`src/rtl/fetch_pkg.sv`:
```
// fetch subsystem package
// address and instruction widths plus the types that travel from fetch to decode

package fetch_pkg;

    // ------------------------------
    // widths
    // ------------------------------
    localparam int unsigned XLEN = 64;
    localparam int unsigned ILEN = 32;

    // ------------------------------
    // exceptions
    // ------------------------------
    // fetch side causes only, 2 bits
    typedef enum logic [1:0] {
        CAUSE_NONE         = 2'd0,
        CAUSE_ACCESS_FAULT = 2'd1,
        CAUSE_PAGE_FAULT   = 2'd2
    } fetch_cause_e;

    typedef struct packed {
        logic              valid;
        fetch_cause_e      cause;
        // faulting address
        logic [XLEN-1:0]   tval;
    } exception_t;

    // prediction handed over by the PC generator
    typedef struct packed {
        logic              taken;
        logic [XLEN-1:0]   target;
        logic              is_branch;
    } branchpredict_t;

    // one slot of the fetch FIFO, as seen by decode
    typedef struct packed {
        logic [XLEN-1:0]   address;
        logic [ILEN-1:0]   instruction;
        branchpredict_t    bp;
        exception_t        ex;
    } fetch_entry_t;

    // fetch control FSM, only if_stage uses it
    typedef enum logic [1:0] {
        FETCH_IDLE,
        FETCH_WAIT_GNT,
        FETCH_WAIT_RVALID,
        FETCH_WAIT_ABORTED
    } fetch_state_e;

endpackage
```
`src/rtl/fetch_wr_if.sv`:
```
// fetch write channel
// one returned instruction with its address, prediction and exception into the FIFO

interface fetch_wr_if;

    // write strobe, high for exactly the cycles that store an entry
    logic                              valid;
    // address of the pending request
    logic [fetch_pkg::XLEN-1:0]        addr;
    logic [fetch_pkg::ILEN-1:0]        rdata;
    fetch_pkg::exception_t             ex;
    fetch_pkg::branchpredict_t         bp;
    // at least two free slots, one kept for the response in flight
    logic                              ready;

    // fetch control side
    modport fetch (output valid, addr, rdata, ex, bp, input ready);

    // FIFO side, takes the write
    modport write (input valid, addr, rdata, ex, bp, output ready);

endinterface

```
`src/rtl/fetch_top.sv`:
```
// fetch subsystem top level
// flat ports towards PC generator, I-cache and decode, FIFO depth is chosen here

module fetch_top #(
    parameter int unsigned FifoDepth = 4
) (
    input  logic                             clk_i,
    input  logic                             rst_ni,
    input  logic                             flush_i,
    output logic                             if_busy_o,
    input  logic [fetch_pkg::XLEN-1:0]       fetch_address_i,
    input  logic                             fetch_valid_i,
    input  fetch_pkg::branchpredict_t        branch_predict_i,
    output logic                             instr_req_o,
    output logic [fetch_pkg::XLEN-1:0]       instr_addr_o,
    input  logic                             instr_gnt_i,
    input  logic                             instr_rvalid_i,
    input  logic [fetch_pkg::ILEN-1:0]       instr_rdata_i,
    input  fetch_pkg::exception_t            instr_ex_i,
    output fetch_pkg::fetch_entry_t          fetch_entry_0_o,
    output logic                             fetch_entry_valid_0_o,
    input  logic                             fetch_ack_0_i,
    output fetch_pkg::fetch_entry_t          fetch_entry_1_o,
    output logic                             fetch_entry_valid_1_o,
    input  logic                             fetch_ack_1_i
);

    // depth must be a power of two, at least 2
    if_stage #(
        .FifoDepth (FifoDepth)
    ) if_stage_i (
        .clk_i                 (clk_i),
        .rst_ni                (rst_ni),
        .flush_i               (flush_i),
        .if_busy_o             (if_busy_o),
        .fetch_address_i       (fetch_address_i),
        .fetch_valid_i         (fetch_valid_i),
        .branch_predict_i      (branch_predict_i),
        .instr_req_o           (instr_req_o),
        .instr_addr_o          (instr_addr_o),
        .instr_gnt_i           (instr_gnt_i),
        .instr_rvalid_i        (instr_rvalid_i),
        .instr_rdata_i         (instr_rdata_i),
        .instr_ex_i            (instr_ex_i),
        .fetch_entry_0_o       (fetch_entry_0_o),
        .fetch_entry_valid_0_o (fetch_entry_valid_0_o),
        .fetch_ack_0_i         (fetch_ack_0_i),
        .fetch_entry_1_o       (fetch_entry_1_o),
        .fetch_entry_valid_1_o (fetch_entry_valid_1_o),
        .fetch_ack_1_i         (fetch_ack_1_i)
    );

endmodule

```
`src/rtl/if_stage.sv`:
```
// instruction fetch stage
// requests words from the I-cache, one response in flight, results go into the fetch FIFO

module if_stage #(
    parameter int unsigned FifoDepth = 4
) (
    input  logic                             clk_i,
    input  logic                             rst_ni,
    input  logic                             flush_i,
    output logic                             if_busy_o,
    // from the PC generator
    input  logic [fetch_pkg::XLEN-1:0]       fetch_address_i,
    input  logic                             fetch_valid_i,
    input  fetch_pkg::branchpredict_t        branch_predict_i,
    // I-cache port
    output logic                             instr_req_o,
    output logic [fetch_pkg::XLEN-1:0]       instr_addr_o,
    input  logic                             instr_gnt_i,
    input  logic                             instr_rvalid_i,
    input  logic [fetch_pkg::ILEN-1:0]       instr_rdata_i,
    input  fetch_pkg::exception_t            instr_ex_i,
    // to decode
    output fetch_pkg::fetch_entry_t          fetch_entry_0_o,
    output logic                             fetch_entry_valid_0_o,
    input  logic                             fetch_ack_0_i,
    output fetch_pkg::fetch_entry_t          fetch_entry_1_o,
    output logic                             fetch_entry_valid_1_o,
    input  logic                             fetch_ack_1_i
);

    fetch_pkg::fetch_state_e      state_q;
    fetch_pkg::fetch_state_e      state_d;
    fetch_pkg::fetch_state_e      req_state;
    fetch_pkg::branchpredict_t    bp_q;

    logic [fetch_pkg::XLEN-1:0]   fetch_address;
    logic [fetch_pkg::XLEN-1:0]   instr_addr_q;
    logic                         addr_valid;
    logic                         fifo_valid;

    fetch_wr_if wr_if ();

    // word aligned, compressed fetch is not supported
    assign fetch_address = {fetch_address_i[fetch_pkg::XLEN-1:2], 2'b00};

    // busy while a request hangs or no room for another one
    assign if_busy_o = (state_q == fetch_pkg::FETCH_WAIT_GNT) || !wr_if.ready;

    // ------------------------------
    // write channel into the FIFO
    // ------------------------------
    assign wr_if.valid = fifo_valid;
    assign wr_if.addr  = instr_addr_q;
    assign wr_if.rdata = instr_rdata_i;
    assign wr_if.ex    = instr_ex_i;
    assign wr_if.bp    = bp_q;

    fetch_fifo #(
        .FifoDepth (FifoDepth)
    ) fetch_fifo_i (
        .clk_i                 (clk_i),
        .rst_ni                (rst_ni),
        .flush_i               (flush_i),
        .wr_if                 (wr_if),
        .fetch_entry_0_o       (fetch_entry_0_o),
        .fetch_entry_valid_0_o (fetch_entry_valid_0_o),
        .fetch_ack_0_i         (fetch_ack_0_i),
        .fetch_entry_1_o       (fetch_entry_1_o),
        .fetch_entry_valid_1_o (fetch_entry_valid_1_o),
        .fetch_ack_1_i         (fetch_ack_1_i)
    );

    // ------------------------------
    // fetch FSM
    // ------------------------------
    // where to go once a request is on the bus this cycle
    always_comb begin
        if (instr_gnt_i) begin
            // granted under a flush, its response must be thrown away
            req_state = flush_i ? fetch_pkg::FETCH_WAIT_ABORTED : fetch_pkg::FETCH_WAIT_RVALID;
        end else begin
            // ungranted request is simply dropped on flush
            req_state = flush_i ? fetch_pkg::FETCH_IDLE : fetch_pkg::FETCH_WAIT_GNT;
        end
    end

    always_comb begin
        instr_req_o  = 1'b0;
        instr_addr_o = fetch_address;
        addr_valid   = 1'b0;
        fifo_valid   = 1'b0;
        state_d      = state_q;

        case (state_q)
            fetch_pkg::FETCH_IDLE: begin
                if (fetch_valid_i && wr_if.ready) begin
                    instr_req_o = 1'b1;
                    addr_valid  = 1'b1;
                    state_d     = req_state;
                end
            end
            fetch_pkg::FETCH_WAIT_GNT: begin
                // address must not move until granted
                instr_req_o  = 1'b1;
                instr_addr_o = instr_addr_q;
                state_d      = req_state;
            end
            fetch_pkg::FETCH_WAIT_RVALID: begin
                if (instr_rvalid_i) begin
                    // keep the word unless flushed in the same cycle
                    fifo_valid = !flush_i;
                    state_d    = fetch_pkg::FETCH_IDLE;
                    // back to back request, response slot frees up now
                    if (fetch_valid_i && wr_if.ready) begin
                        instr_req_o = 1'b1;
                        addr_valid  = 1'b1;
                        state_d     = req_state;
                    end
                end else if (flush_i) begin
                    state_d = fetch_pkg::FETCH_WAIT_ABORTED;
                end
            end
            fetch_pkg::FETCH_WAIT_ABORTED: begin
                // no new request before the stale response is gone
                if (instr_rvalid_i) begin
                    state_d = fetch_pkg::FETCH_IDLE;
                    if (fetch_valid_i && wr_if.ready) begin
                        instr_req_o = 1'b1;
                        addr_valid  = 1'b1;
                        state_d     = req_state;
                    end
                end
            end
            default: begin
                state_d = fetch_pkg::FETCH_IDLE;
            end
        endcase
    end

    // ------------------------------
    // registers
    // ------------------------------
    always_ff @(posedge clk_i or negedge rst_ni) begin
        if (!rst_ni) begin
            state_q <= fetch_pkg::FETCH_IDLE;
        end else begin
            state_q <= state_d;
        end
    end

    // address and prediction of the request that went out
    always_ff @(posedge clk_i) begin
        if (addr_valid) begin
            instr_addr_q <= fetch_address;
            bp_q         <= branch_predict_i;
        end
    end

endmodule

```
`src/rtl/fetch_fifo.sv`:
```
// dual read window fetch FIFO
// circular buffer of fetch entries, one write and up to two pops per cycle

module fetch_fifo #(
    parameter int unsigned FifoDepth = 4
) (
    input  logic                    clk_i,
    input  logic                    rst_ni,
    input  logic                    flush_i,
    // write from the fetch control
    fetch_wr_if.write               wr_if,
    // decode window
    output fetch_pkg::fetch_entry_t fetch_entry_0_o,
    output logic                    fetch_entry_valid_0_o,
    input  logic                    fetch_ack_0_i,
    output fetch_pkg::fetch_entry_t fetch_entry_1_o,
    output logic                    fetch_entry_valid_1_o,
    input  logic                    fetch_ack_1_i
);

    localparam int unsigned PtrW = $clog2(FifoDepth);
    localparam int unsigned CntW = PtrW + 1;
    // highest fill level that still leaves two slots free
    localparam logic [CntW-1:0] ReadyMax = CntW'(FifoDepth - 2);
    localparam logic [CntW-1:0] CntOne   = CntW'(1);
    localparam logic [CntW-1:0] CntTwo   = CntW'(2);

    fetch_pkg::fetch_entry_t mem_q [FifoDepth];
    fetch_pkg::fetch_entry_t wr_entry;

    logic [PtrW-1:0] rd_ptr_q;
    logic [PtrW-1:0] rd_ptr_1;
    logic [PtrW-1:0] wr_ptr_q;
    logic [CntW-1:0] cnt_q;
    logic [CntW-1:0] pop_cnt;
    logic [CntW-1:0] push_cnt;
    logic            push;

    // ------------------------------
    // status and read windows
    // ------------------------------
    assign wr_if.ready           = (cnt_q <= ReadyMax);
    assign fetch_entry_valid_0_o = (cnt_q != '0);
    assign fetch_entry_valid_1_o = (cnt_q >= CntTwo);

    // second window wraps for free, depth is a power of two
    assign rd_ptr_1        = rd_ptr_q + PtrW'(1);
    assign fetch_entry_0_o = mem_q[rd_ptr_q];
    assign fetch_entry_1_o = mem_q[rd_ptr_1];

    // ack_1 alone does nothing, ack_1 only counts on top of ack_0
    always_comb begin
        pop_cnt = '0;
        if (fetch_ack_0_i && fetch_entry_valid_0_o) begin
            pop_cnt = CntOne;
            if (fetch_ack_1_i && fetch_entry_valid_1_o) begin
                pop_cnt = CntTwo;
            end
        end
    end

    // a write that coincides with a flush belongs to the old stream
    assign push     = wr_if.valid && !flush_i;
    assign push_cnt = push ? CntOne : '0;

    // ------------------------------
    // entry assembly
    // ------------------------------
    always_comb begin
        wr_entry.address     = wr_if.addr;
        wr_entry.instruction = wr_if.rdata;
        wr_entry.bp          = wr_if.bp;
        wr_entry.ex          = wr_if.ex;
    end

    // storage, payload only
    always_ff @(posedge clk_i) begin
        if (push) begin
            mem_q[wr_ptr_q] <= wr_entry;
        end
    end

    // ------------------------------
    // pointers and fill level
    // ------------------------------
    always_ff @(posedge clk_i or negedge rst_ni) begin
        if (!rst_ni) begin
            rd_ptr_q <= '0;
            wr_ptr_q <= '0;
            cnt_q    <= '0;
        end else if (flush_i) begin
            // drop everything, pops in this cycle are moot
            rd_ptr_q <= '0;
            wr_ptr_q <= '0;
            cnt_q    <= '0;
        end else begin
            // pop of two wraps correctly even for a depth of two
            rd_ptr_q <= rd_ptr_q + pop_cnt[PtrW-1:0];
            if (push) begin
                wr_ptr_q <= wr_ptr_q + PtrW'(1);
            end
            cnt_q <= cnt_q + push_cnt - pop_cnt;
        end
    end

endmodule

```
`config.mk`:
```
export PLATFORM = sky130hd
export DESIGN_NAME = fetch_top
export DESIGN_NICKNAME = d
export VERILOG_FILES = /design/src/rtl/fetch_pkg.sv /design/src/rtl/fetch_wr_if.sv /design/src/rtl/fetch_top.sv /design/src/rtl/if_stage.sv /design/src/rtl/fetch_fifo.sv
export SDC_FILE = /design/constraint.sdc
export NUM_CORES = 1
export LEC_CHECK = 0
export BUFFER_PORTS_ARGS = -buffer_cell sky130_fd_sc_hd__clkbuf_2
export CORE_AREA = 5 5 291 293
export DETAILED_ROUTE_END_ITERATION = 7
export DIE_AREA = 0 0 296 298
export PLACE_DENSITY = 0.77
export SLEW_MARGIN = 20
export SYNTH_ARGS = -nofsm -noshare
export SYNTH_HDL_FRONTEND = slang
export SYNTH_HIERARCHICAL = 1
export SYNTH_SLANG_ARGS = --single-unit
export TNS_END_PERCENT = 50
```
`constraint.sdc`:
```
create_clock -name clk_i -period 10.9 [get_ports clk_i]
set_input_delay 2.18 -clock clk_i [delete_from_list [all_inputs] [get_ports clk_i]]
set_output_delay 2.18 -clock clk_i [all_outputs]
set_load 0.01 [all_outputs]
```
# == Word level (Yosys, flattened, before mapping) ==
# Memory sizes are Yosys's and may differ from the RTL's.
# Cells that the tools add are included.
# op_classes
order_cmp,2
n_reduce_logical,12
muxes,25
n_eq_ne,6
addsub,5
# op_table
operator,n
$mux W64,1
$mux W2,10
$mux W1,9
$pmux W2 S4,1
$mux W3,2
$add A2 B1 Y2 const B,2
$eq A2 B2 Y1 const B,2
$logic_and A1 B1 Y1,4
$add A3 B1 Y3,1
$ge A3 B2 Y1 const B,1
$le A3 B2 Y1 const B,1
$ne A3 B3 Y1 const B,1
$pmux W1 S3,1
$reduce_and A3 Y1,1
$reduce_bool A3 Y1,1
$sub A3 B3 Y3,1
$add A2 B2 Y2,1
$eq A2 B1 Y1 const B,1
$logic_not A1 Y1,2
$logic_not A2 Y1,1
$ne A2 B1 Y1 const B,1
$ne A2 B2 Y1 const B,1
$pmux W1 S2,1
$reduce_bool A2 Y1,1
2 further kinds,2
# word_totals
ramBits,908
register_bits,137
elab_cells,59
mem_count,1
in_bits,237
# mem_list
name,depth,word_bits,rd,rd_clocked_by_memory_dff,write_ports,line_no,text
if_stage_i.fetch_fifo_i.mem_q,4,227,2,0,1,fetch_fifo.sv:28,fetch_pkg::fetch_entry_t mem_q [FifoDepth];

# == Logic depth before layout (Yosys ltp) ==
# Gate-level depths: netlist (run 1).
# depth
word_depth,8
depth_mapped,11
depth_no_buf,11

# == Cells and area by module ==
# The synthesis (run 1) kept the hierarchy.
# by_module_without_submodules
module,cells_per_inst,area_each_um2,seq_area_each_um2,instances
fetch_fifo,1522,39088.7,27681.5,1
if_stage,350,4830.9,3893.7,1

# == Worst setup path after synthesis (run 1) ==
# OpenSTA, ideal clock, no wires.
# synth_path
path_type,input port to flip-flop
start,input port instr_rvalid_i
end,"memory if_stage_i/fetch_fifo_i/mem_q[0][0] in the netlist's numbering, enable pin"
t_required_ns,10.281
path_buffers,0
path_stages,4
path_slack_ns,2.237
arrival_time_ns,8.044
path_cell_list,nand2_1 nor3_1 nor2b_1 and2_1
# synth_via
elab_chain_len,5
# synth_rtl
item,line_no,text
"start, declared",fetch_top.sv:17,"input logic instr_rvalid_i,"
$mux W1,if_stage.sv:109,if (instr_rvalid_i) begin
$mux W1,if_stage.sv:94,case (state_q)
via if_stage_i.fifo_valid,if_stage.sv:39,logic fifo_valid;
$logic_and A1 B1 Y1,fetch_fifo.sv:63,assign push = wr_if.valid && !flush_i;
$mux W1,fetch_fifo.sv:78,if (push) begin
$mux W1 (implied by the code),fetch_fifo.sv:79,mem_q[wr_ptr_q] <= wr_entry;
"end, declared",fetch_fifo.sv:28,
# The timed path passes the listed nets, and every way through them passes these cells.

==> flow_metrics.py, run 1 <==
metrics = {
    "outcome": {
        "status": "complete, no violations",
    },
    "power_and_ir_drop": {
        "cellPowerDensity_nw_per_um2": 229,
        "pwr-share-comb_pct": 29.8,
        "swShare_pct": 30.4,
        "peakVddDrop_mv": 0.195,
        "p_switching_mw": 3.61,
        "power_mw": 11.9,
        "power_frac_clock_pct": 29.1,
        "p_leak_nw": 17.7,
        "p_int_mw": 8.27,
        "sequentialPowerShare_pct": 41.1,
    },
    "floorplan": {
        "die_area_um2": 88200,
        "die_w_um": 296,
        "initial_utilization_pct": 53.8,
        "core_area_um2": 81600,
        "fp.dieH_um": 298,
        "ios": 763,
        "rows": 105,
    },
    "detailed_routing": {
        "vias": 23500,
        "drt_first_pass_iters": 5,
        "drt-initial-drc-count": 1935,
        "ant_nets": 0,
        "drc": 0,
        "totalWireLength_um": 107000,
        "wl_per_cell_um": 28.0,
        "vias_per_cell": 6.14,
    },
    "cells_and_area": {
        "layout_common_cells": "edfxtp_1 (1044), clkbuf_2 (758), mux4_2 (458), nand2_1 (192), clkbuf_16 (107)",
        "stdcell_area_um2": 51800,
        "fillCellCount": 5355,
        "final_layout_size_suffix_gt1_share_pct": 51.1,
        "final_nets": 2899,
        "area_growth_pct": 18.0,
        "final_common_cell": "edfxtp_1",
    },
    "worst_setup_path": {
        "r2r_slack_ns": 7.21,
        "worst-setup-path-type": "flop to output port",
        "critPathCapture": "fetch_entry_1_o[97]",
        "cp-end-kind": "output port",
        "path_max_fanout": 114,
        "rr_worst_depth": 6,
        "reg2reg_from": "if_stage_i/state_q[1]",
        "arrival_ns": 3.93,
        "reg2reg_to": "if_stage_i/fetch_fifo_i/mem_q[1][82]",
        "critPathLaunch": "if_stage_i/fetch_fifo_i/rd_ptr_q[1]",
        "cp-start-kind": "flop",
        "cp.required_ns": 8.72,
    },
    "grt": {
        "grt_pass1_wl_um": 159000,
        "gr-total-overflow": 0,
        "grt_max_degree": 168,
        "grt_pass1_vias": 24700,
        "track_usage_pct": 23.9,
        "antenna_found_initial": 24,
    },
    "hold_path": {
        "holdCritPathClass": "flop to flop",
        "worstHoldPathCells": 0,
    },
    "timing": {
        "layout_setup_ws_ns": 4.79,
        "fin_crit_sh_pct": 56.0,
        "grt_setup_unrepaired": "false",
        "relSlewSlack_pct": 28.4,
        "fin_hold_ws_ns": 0.488,
        "timing.final.crit_period_ns": 6.11,
        "hold_viol_final": 0,
        "finalClockSkew_ns": 0.0333,
        "tns_ns": 0,
        "max_freq_mhz": 164,
        "slew_violations": 0,
        "setup_violations": 0,
        "tightest_slew_ns": 1.07,
    },
    "synth": {
        "ys_ff_latch": 1053,
        "synth_compound_area_share_pct": 0.0741,
        "synth-simple-area-share_pct": 1.91,
        "synth_mux_area_share_pct": 23.5,
        "ys_warn_count": 6,
        "synthCells": 1872,
        "ys_types": 28,
        "syn_area_um2": 43900,
        "avgSynthCellArea_um2": 23.5,
        "synthAdderAreaFrac_pct": 0.273,
        "synth_top_family_by_area": "multiplexers",
        "synth_xor_area_share_pct": 0.120,
        "yosysSeqAreaShare_pct": 71.9,
    },
    "clock_network": {
        "cts_tree": "done",
        "clock_path_buffers": 3,
        "post_cts_resized": 0,
        "numClockSinks": 1053,
        "cts_made_buffers": 106,
        "cts_max_level": 3,
        "cts.hold.buffers_added": 0,
        "clk_pin_slew_worst_paths_ns": 0.06,
        "clock_latency_ns": 0.66,
        "post_cts_buffers": 0,
        "root_buffer": "clkbuf_16",
    },
    "placement": {
        "place_ws_ns": 5.32,
        "place_area_um2": 48500,
        "place_hpwl_um": 70200,
        "globalplace.congestion": 0.845,
        "port_buffers": 758,
    },
    "run": {
        "cap_viol_max_count": 0,
    },
}
==> power by group through the flow <==
stage	Combinational [mW]	Sequential, mW	Clock [mW]
4_1_cts	3.58	4.88	3.53
3_3_place_gp	3.51	4.93	0
5_1_grt	3.76	4.90	3.72
6_report	3.54	4.88	3.46
3_5_place_dp	3.56	4.96	0
2_1_floorplan	2.37	4.90	0
==> state kept, by name, summed over array words and instances, names as in the netlist <==
register                          count
if_stage_i/bp_q                      66
if_stage_i/state_q                    2
if_stage_i/fetch_fifo_i/mem_q       916
if_stage_i/fetch_fifo_i/wr_ptr_q      2
if_stage_i/instr_addr_q              62
if_stage_i/fetch_fifo_i/cnt_q         3
if_stage_i/fetch_fifo_i/rd_ptr_q      2
==> Yosys cell counts <==
| cell type | instances | area, um^2 |
|---|---|---|
| a21oi_1 | 1 | 5.00 |
| a221oi_1 | 1 | 8.76 |
| and2_1 | 5 | 31.3 |
| and3_1 | 1 | 6.26 |
| buf_2 | 47 | 235 |
| buf_4 | 10 | 75.1 |
| buf_6 | 54 | 608 |
| clkbuf_1 | 7 | 26.3 |
| conb_1 | 1 | 3.75 |
| dfrtp_1 | 9 | 225 |
| edfxtp_1 | 1044 | 31400 |
| fa_1 | 1 | 20.0 |
| ha_1 | 8 | 100 |
| inv_1 | 7 | 26.3 |
| mux2i_1 | 1 | 10.0 |
| mux4_2 | 458 | 10300 |
| nand2_1 | 192 | 721 |
| nand2b_1 | 2 | 12.5 |
| nor2_1 | 7 | 26.3 |
| nor2b_1 | 4 | 25.0 |
| nor3_1 | 1 | 5.00 |
| o211ai_1 | 1 | 7.51 |
| o21ai_0 | 1 | 5.00 |
| o22ai_1 | 1 | 6.26 |
| or2_2 | 1 | 6.26 |
| or3_1 | 1 | 6.26 |
| xnor2_1 | 4 | 35.0 |
| xor2_1 | 2 | 17.5 |
==> per-stage QoR <==
step	std cells	util, %
after floorplan	1881	-
after global placement	3615	59.4
after detailed placement	3615	59.4
after CTS	3807	63.5
after global routing	3818	63.5
final	3821	63.5
==> how the worst min path moves through the flow <==
stage                                                       end  slack (ns)                 from
after floorplan           if_stage_i/fetch_fifo_i/mem_q[0][100]        0.46  if_stage_i/bp_q[33]
after global placement     if_stage_i/fetch_fifo_i/mem_q[2][79]        0.46  if_stage_i/bp_q[12]
after detailed placement   if_stage_i/fetch_fifo_i/mem_q[2][86]        0.48  if_stage_i/bp_q[19]
after CTS                  if_stage_i/fetch_fifo_i/mem_q[3][79]        0.49  if_stage_i/bp_q[12]
after global routing      if_stage_i/fetch_fifo_i/mem_q[1][103]        0.51  if_stage_i/bp_q[36]
final                      if_stage_i/fetch_fifo_i/mem_q[2][86]        0.49  if_stage_i/bp_q[19]
==> kinds of logic (layout without fill, tap and decap cells) <==
family	Yosys count	after routing
AOI/OAI and AO/OA	5	5
xor gates and xnor gates	6	6
adders and majority gates	9	9
buffers and inverters	125	981
DFF	1053	1053
muxes	459	459
other	1	24
and+or+nand+nor	214	214
==> layout make-up <==
type,instances,area [um^2],area share [%]
Sequential cell,1053,31600,60.9
Inverter,7,26.3,0.0507
Clock buffer,126,2750,5.30
Antenna cell,14,35.0,0.0676
Clock inverter,66,584,1.13
Tap cell,1070,1340,2.58
Timing Repair Buffer,782,4070,7.86
Multi-Input combinational cell,703,11400,22.1
==> routing by layer <==
layer / wire (um) / GRT usage (%) / share of wire [%]
met3: 11800 / 8.50 / 11
met2: 55700 / 40.8 / 52
met1: 35300 / 28.0 / 33
met5: 132 / 0 / 0.12
met4: 4060 / 8.95 / 3.8
==> critical path: stages, from the launching register on <==
cell	delay, ns
dfrtp_4	0.83
buf_12	0.69
buf_4	0.75
mux4_2	0.63
clkbuf_2	0.19
Power figures use the tool's default switching activity.
==> run 2, diff against run 1 <==
--- a/config.mk
+++ b/config.mk
@@ -6,10 +6,11 @@
 export NUM_CORES = 1
 export LEC_CHECK = 0
 export BUFFER_PORTS_ARGS = -buffer_cell sky130_fd_sc_hd__clkbuf_2
-export CORE_AREA = 5 5 291 293
+export CORE_ASPECT_RATIO = 0.75
+export CORE_MARGIN = 5
+export CORE_UTILIZATION = 56
 export DETAILED_ROUTE_END_ITERATION = 7
-export DIE_AREA = 0 0 296 298
-export PLACE_DENSITY = 0.77
+export PLACE_DENSITY = 0.8
 export SLEW_MARGIN = 20
 export SYNTH_ARGS = -nofsm -noshare
 export SYNTH_HDL_FRONTEND = slang
==> constraint.sdc (replaced) <==
create_clock -name clk_i -period 5.7 [get_ports clk_i]
set_input_delay 1.14 -clock clk_i [delete_from_list [all_inputs] [get_ports clk_i]]
set_output_delay 1.14 -clock clk_i [all_outputs]
set_load 0.01 [all_outputs]
==> run 2 against run 1 <==
  * Clock skew shrank 0.0053 ns
  * Combinational power grew 93%
  * Worst hold slack got worse by 0.15 ns
  * Sequential power increased by 92%
  * Routed wire length increased by 2.3%
  * Sequential cell count unchanged
  * Total power increased by 90%
  * Critical path type unchanged
  * Clock-buffer cell count fell by 14
  * Largest cell class unchanged
  * Die area shrank 4.6%
  * Via count rose by 1.7%
  * First-iteration DRC count rose by 22%
  * Clock power increased by 84%
  * Critical endpoint unchanged
==> flow_metrics.py, run 2 (same netlist as run 1, synthesis figures left out) <==
metrics = {
    "outcome": {
        "status": "complete, no violations",
    },
    "cells_and_area": {
        "final_nets": 2927,
        "layout_common_cells": "edfxtp_1 (1044), clkbuf_2 (758), mux4_2 (458), nand2_1 (192), clkbuf_16 (100)",
        "stdcell_area_um2": 52000,
        "area_growth_pct": 18.5,
        "final_cells": 3816,
        "final_common_cell": "edfxtp_1",
        "largest_reg_flops": 916,
        "final_layout_size_suffix_gt1_share_pct": 51.6,
        "largest-register": "if_stage_i/fetch_fifo_i/mem_q",
        "reg.largest.list": "if_stage_i/fetch_fifo_i/mem_q (916), if_stage_i/bp_q (66), if_stage_i/instr_addr_q (62)",
    },
    "detailed_routing": {
        "drc": 0,
        "totalWireLength_um": 110000,
        "drt-initial-drc-count": 2370,
        "drt_first_pass_iters": 5,
        "wl_per_cell_um": 28.7,
        "vias_per_cell": 6.25,
        "ant_nets": 0,
        "vias": 23900,
    },
    "placement": {
        "placed_cells": 3628,
        "globalplace.congestion": 0.855,
        "port_buffers": 758,
        "place_area_um2": 48900,
        "place_hpwl_um": 73100,
        "place_ws_ns": 1.76,
    },
    "worst_setup_path": {
        "cp.required_ns": 4.56,
        "rr_worst_depth": 5,
        "cp-end-kind": "output port",
        "reg2reg_from": "if_stage_i/state_q[1]",
        "r2r_slack_ns": 2.68,
        "worst-setup-path-type": "flop to output port",
        "cp-start-kind": "flop",
        "arrival_ns": 3.06,
        "reg2reg_to": "if_stage_i/fetch_fifo_i/mem_q[2][45]",
        "path_max_fanout": 41,
    },
    "grt": {
        "grt.busiest_layer": "met2",
        "antenna_found_initial": 16,
        "grt_max_degree": 109,
        "met2_usage_pct": 43.7,
        "grt_pass1_vias": 24800,
        "met3_usage_pct": 7.55,
        "gr-total-overflow": 0,
        "grt_pass1_wl_um": 160000,
        "track_usage_pct": 25.5,
        "grt.met1_usage_pct": 30.7,
    },
    "power_and_ir_drop": {
        "power_mw": 22.6,
        "power_frac_clock_pct": 28.3,
        "p_switching_mw": 6.87,
        "peakVddDrop_mv": 0.331,
        "p_int_mw": 15.7,
        "swShare_pct": 30.4,
        "pwr-share-comb_pct": 30.2,
        "p_leak_nw": 17.8,
        "sequentialPowerShare_pct": 41.6,
        "cellPowerDensity_nw_per_um2": 434,
    },
    "timing": {
        "fin_hold_ws_ns": 0.343,
        "layout_setup_ws_ns": 1.50,
        "hold_viol_final": 0,
        "max_freq_mhz": 238,
        "finalClockSkew_ns": 0.0280,
        "timing.final.crit_period_ns": 4.20,
        "slew_violations": 0,
        "relSlewSlack_pct": 34.3,
        "grt_setup_unrepaired": "false",
        "setup_violations": 0,
        "tightest_slew_ns": 0.986,
        "fin_crit_sh_pct": 73.6,
    },
    "clock_network": {
        "cts_max_level": 3,
        "post_cts_resized": 0,
        "cts.hold.buffers_added": 0,
        "cts_tree": "done",
        "cts_made_buffers": 97,
        "clock_path_buffers": 3,
        "clk_pin_slew_worst_paths_ns": 0.06,
        "numClockSinks": 1053,
        "post_cts_buffers": 0,
        "clock_latency_ns": 0.65,
        "root_buffer": "clkbuf_16",
    },
    "floorplan": {
        "initial_utilization_pct": 56.2,
        "rows": 89,
        "core_area_um2": 78200,
        "die_area_um2": 84200,
        "fp.dieH_um": 253,
        "ios": 763,
        "die_w_um": 333,
    },
    "run": {
        "cap_viol_max_count": 0,
    },
    "hold_path": {
        "holdCritPathClass": "input pin to asynchronous set/reset pin",
    },
}
run 2: cell types whose count changed in the layout (fill, tap and decap cells not counted):
cell / change
clkbuf_1: -7
clkinv_8: +3
clkbuf_16: -7
inv_16: -1
clkinvlp_4: -3
clkinv_1: +2
bufinv_16: +2
clkinv_2: -7
inv_8: +1
clkinv_16: -2
buf_4: +23
clkinv_4: +1
buf_12: +14
run 2: per-stage QoR:
step	util [%]	TNS [ns]
after floorplan	-	-646.64
after global placement	62.5	0
after detailed placement	62.5	0
after CTS	66.5	0
after global routing	66.6	0
final	66.6	0
run 2: worst max path at each step:
stage	startpoint	end	slack (ns)	cells after the start
after floorplan	instr_rvalid_i	if_stage_i/fetch_fifo_i/mem_q[3][0]	-1.92	4
after global placement	flush_i	if_stage_i/fetch_fifo_i/mem_q[2][50]	1.84	5
after detailed placement	flush_i	if_stage_i/fetch_fifo_i/mem_q[2][50]	1.76	5
after CTS	if_stage_i/fetch_fifo_i/rd_ptr_q[1]	fetch_entry_1_o[97]	1.39	3
after global routing	if_stage_i/fetch_fifo_i/rd_ptr_q[1]	fetch_entry_0_o[190]	1.29	3
final	if_stage_i/fetch_fifo_i/rd_ptr_q[1]	fetch_entry_1_o[97]	1.50	3
run 2: power groups by stage:
| stage | clock (mW) | combinational [mW] | sequential (mW) |
|---|---|---|---|
| floorplan | 0 | 4.53 | 9.36 |
| global placement | 0 | 6.71 | 9.49 |
| detailed placement | 0 | 6.82 | 9.55 |
| CTS | 6.49 | 6.88 | 9.39 |
| global route | 6.83 | 7.20 | 9.43 |
| finish | 6.38 | 6.82 | 9.39 |
run 2: critical path, cell delays in order, from the launching register on:
cell and delay, ns:
dfrtp_4 1.07, buf_4 0.51, mux4_2 0.61, clkbuf_2 0.18
run 2: area by class of cell:
type	instances	area, um^2
sequential	1053	31600
fill	4917	26100
antenna	14	35.0
clock inverter	62	583
multi-input combinational	703	11400
timing repair buffer	819	4530
clock buffer	112	2550
inverter	7	26.3
tap	1046	1310
run 2: routing by layer:
layer  share of wire (%)  wire (um)
met3                  10      11200
met1                  33      36300
met5               0.037         41
met2                  53      57600
met4                 4.0       4390
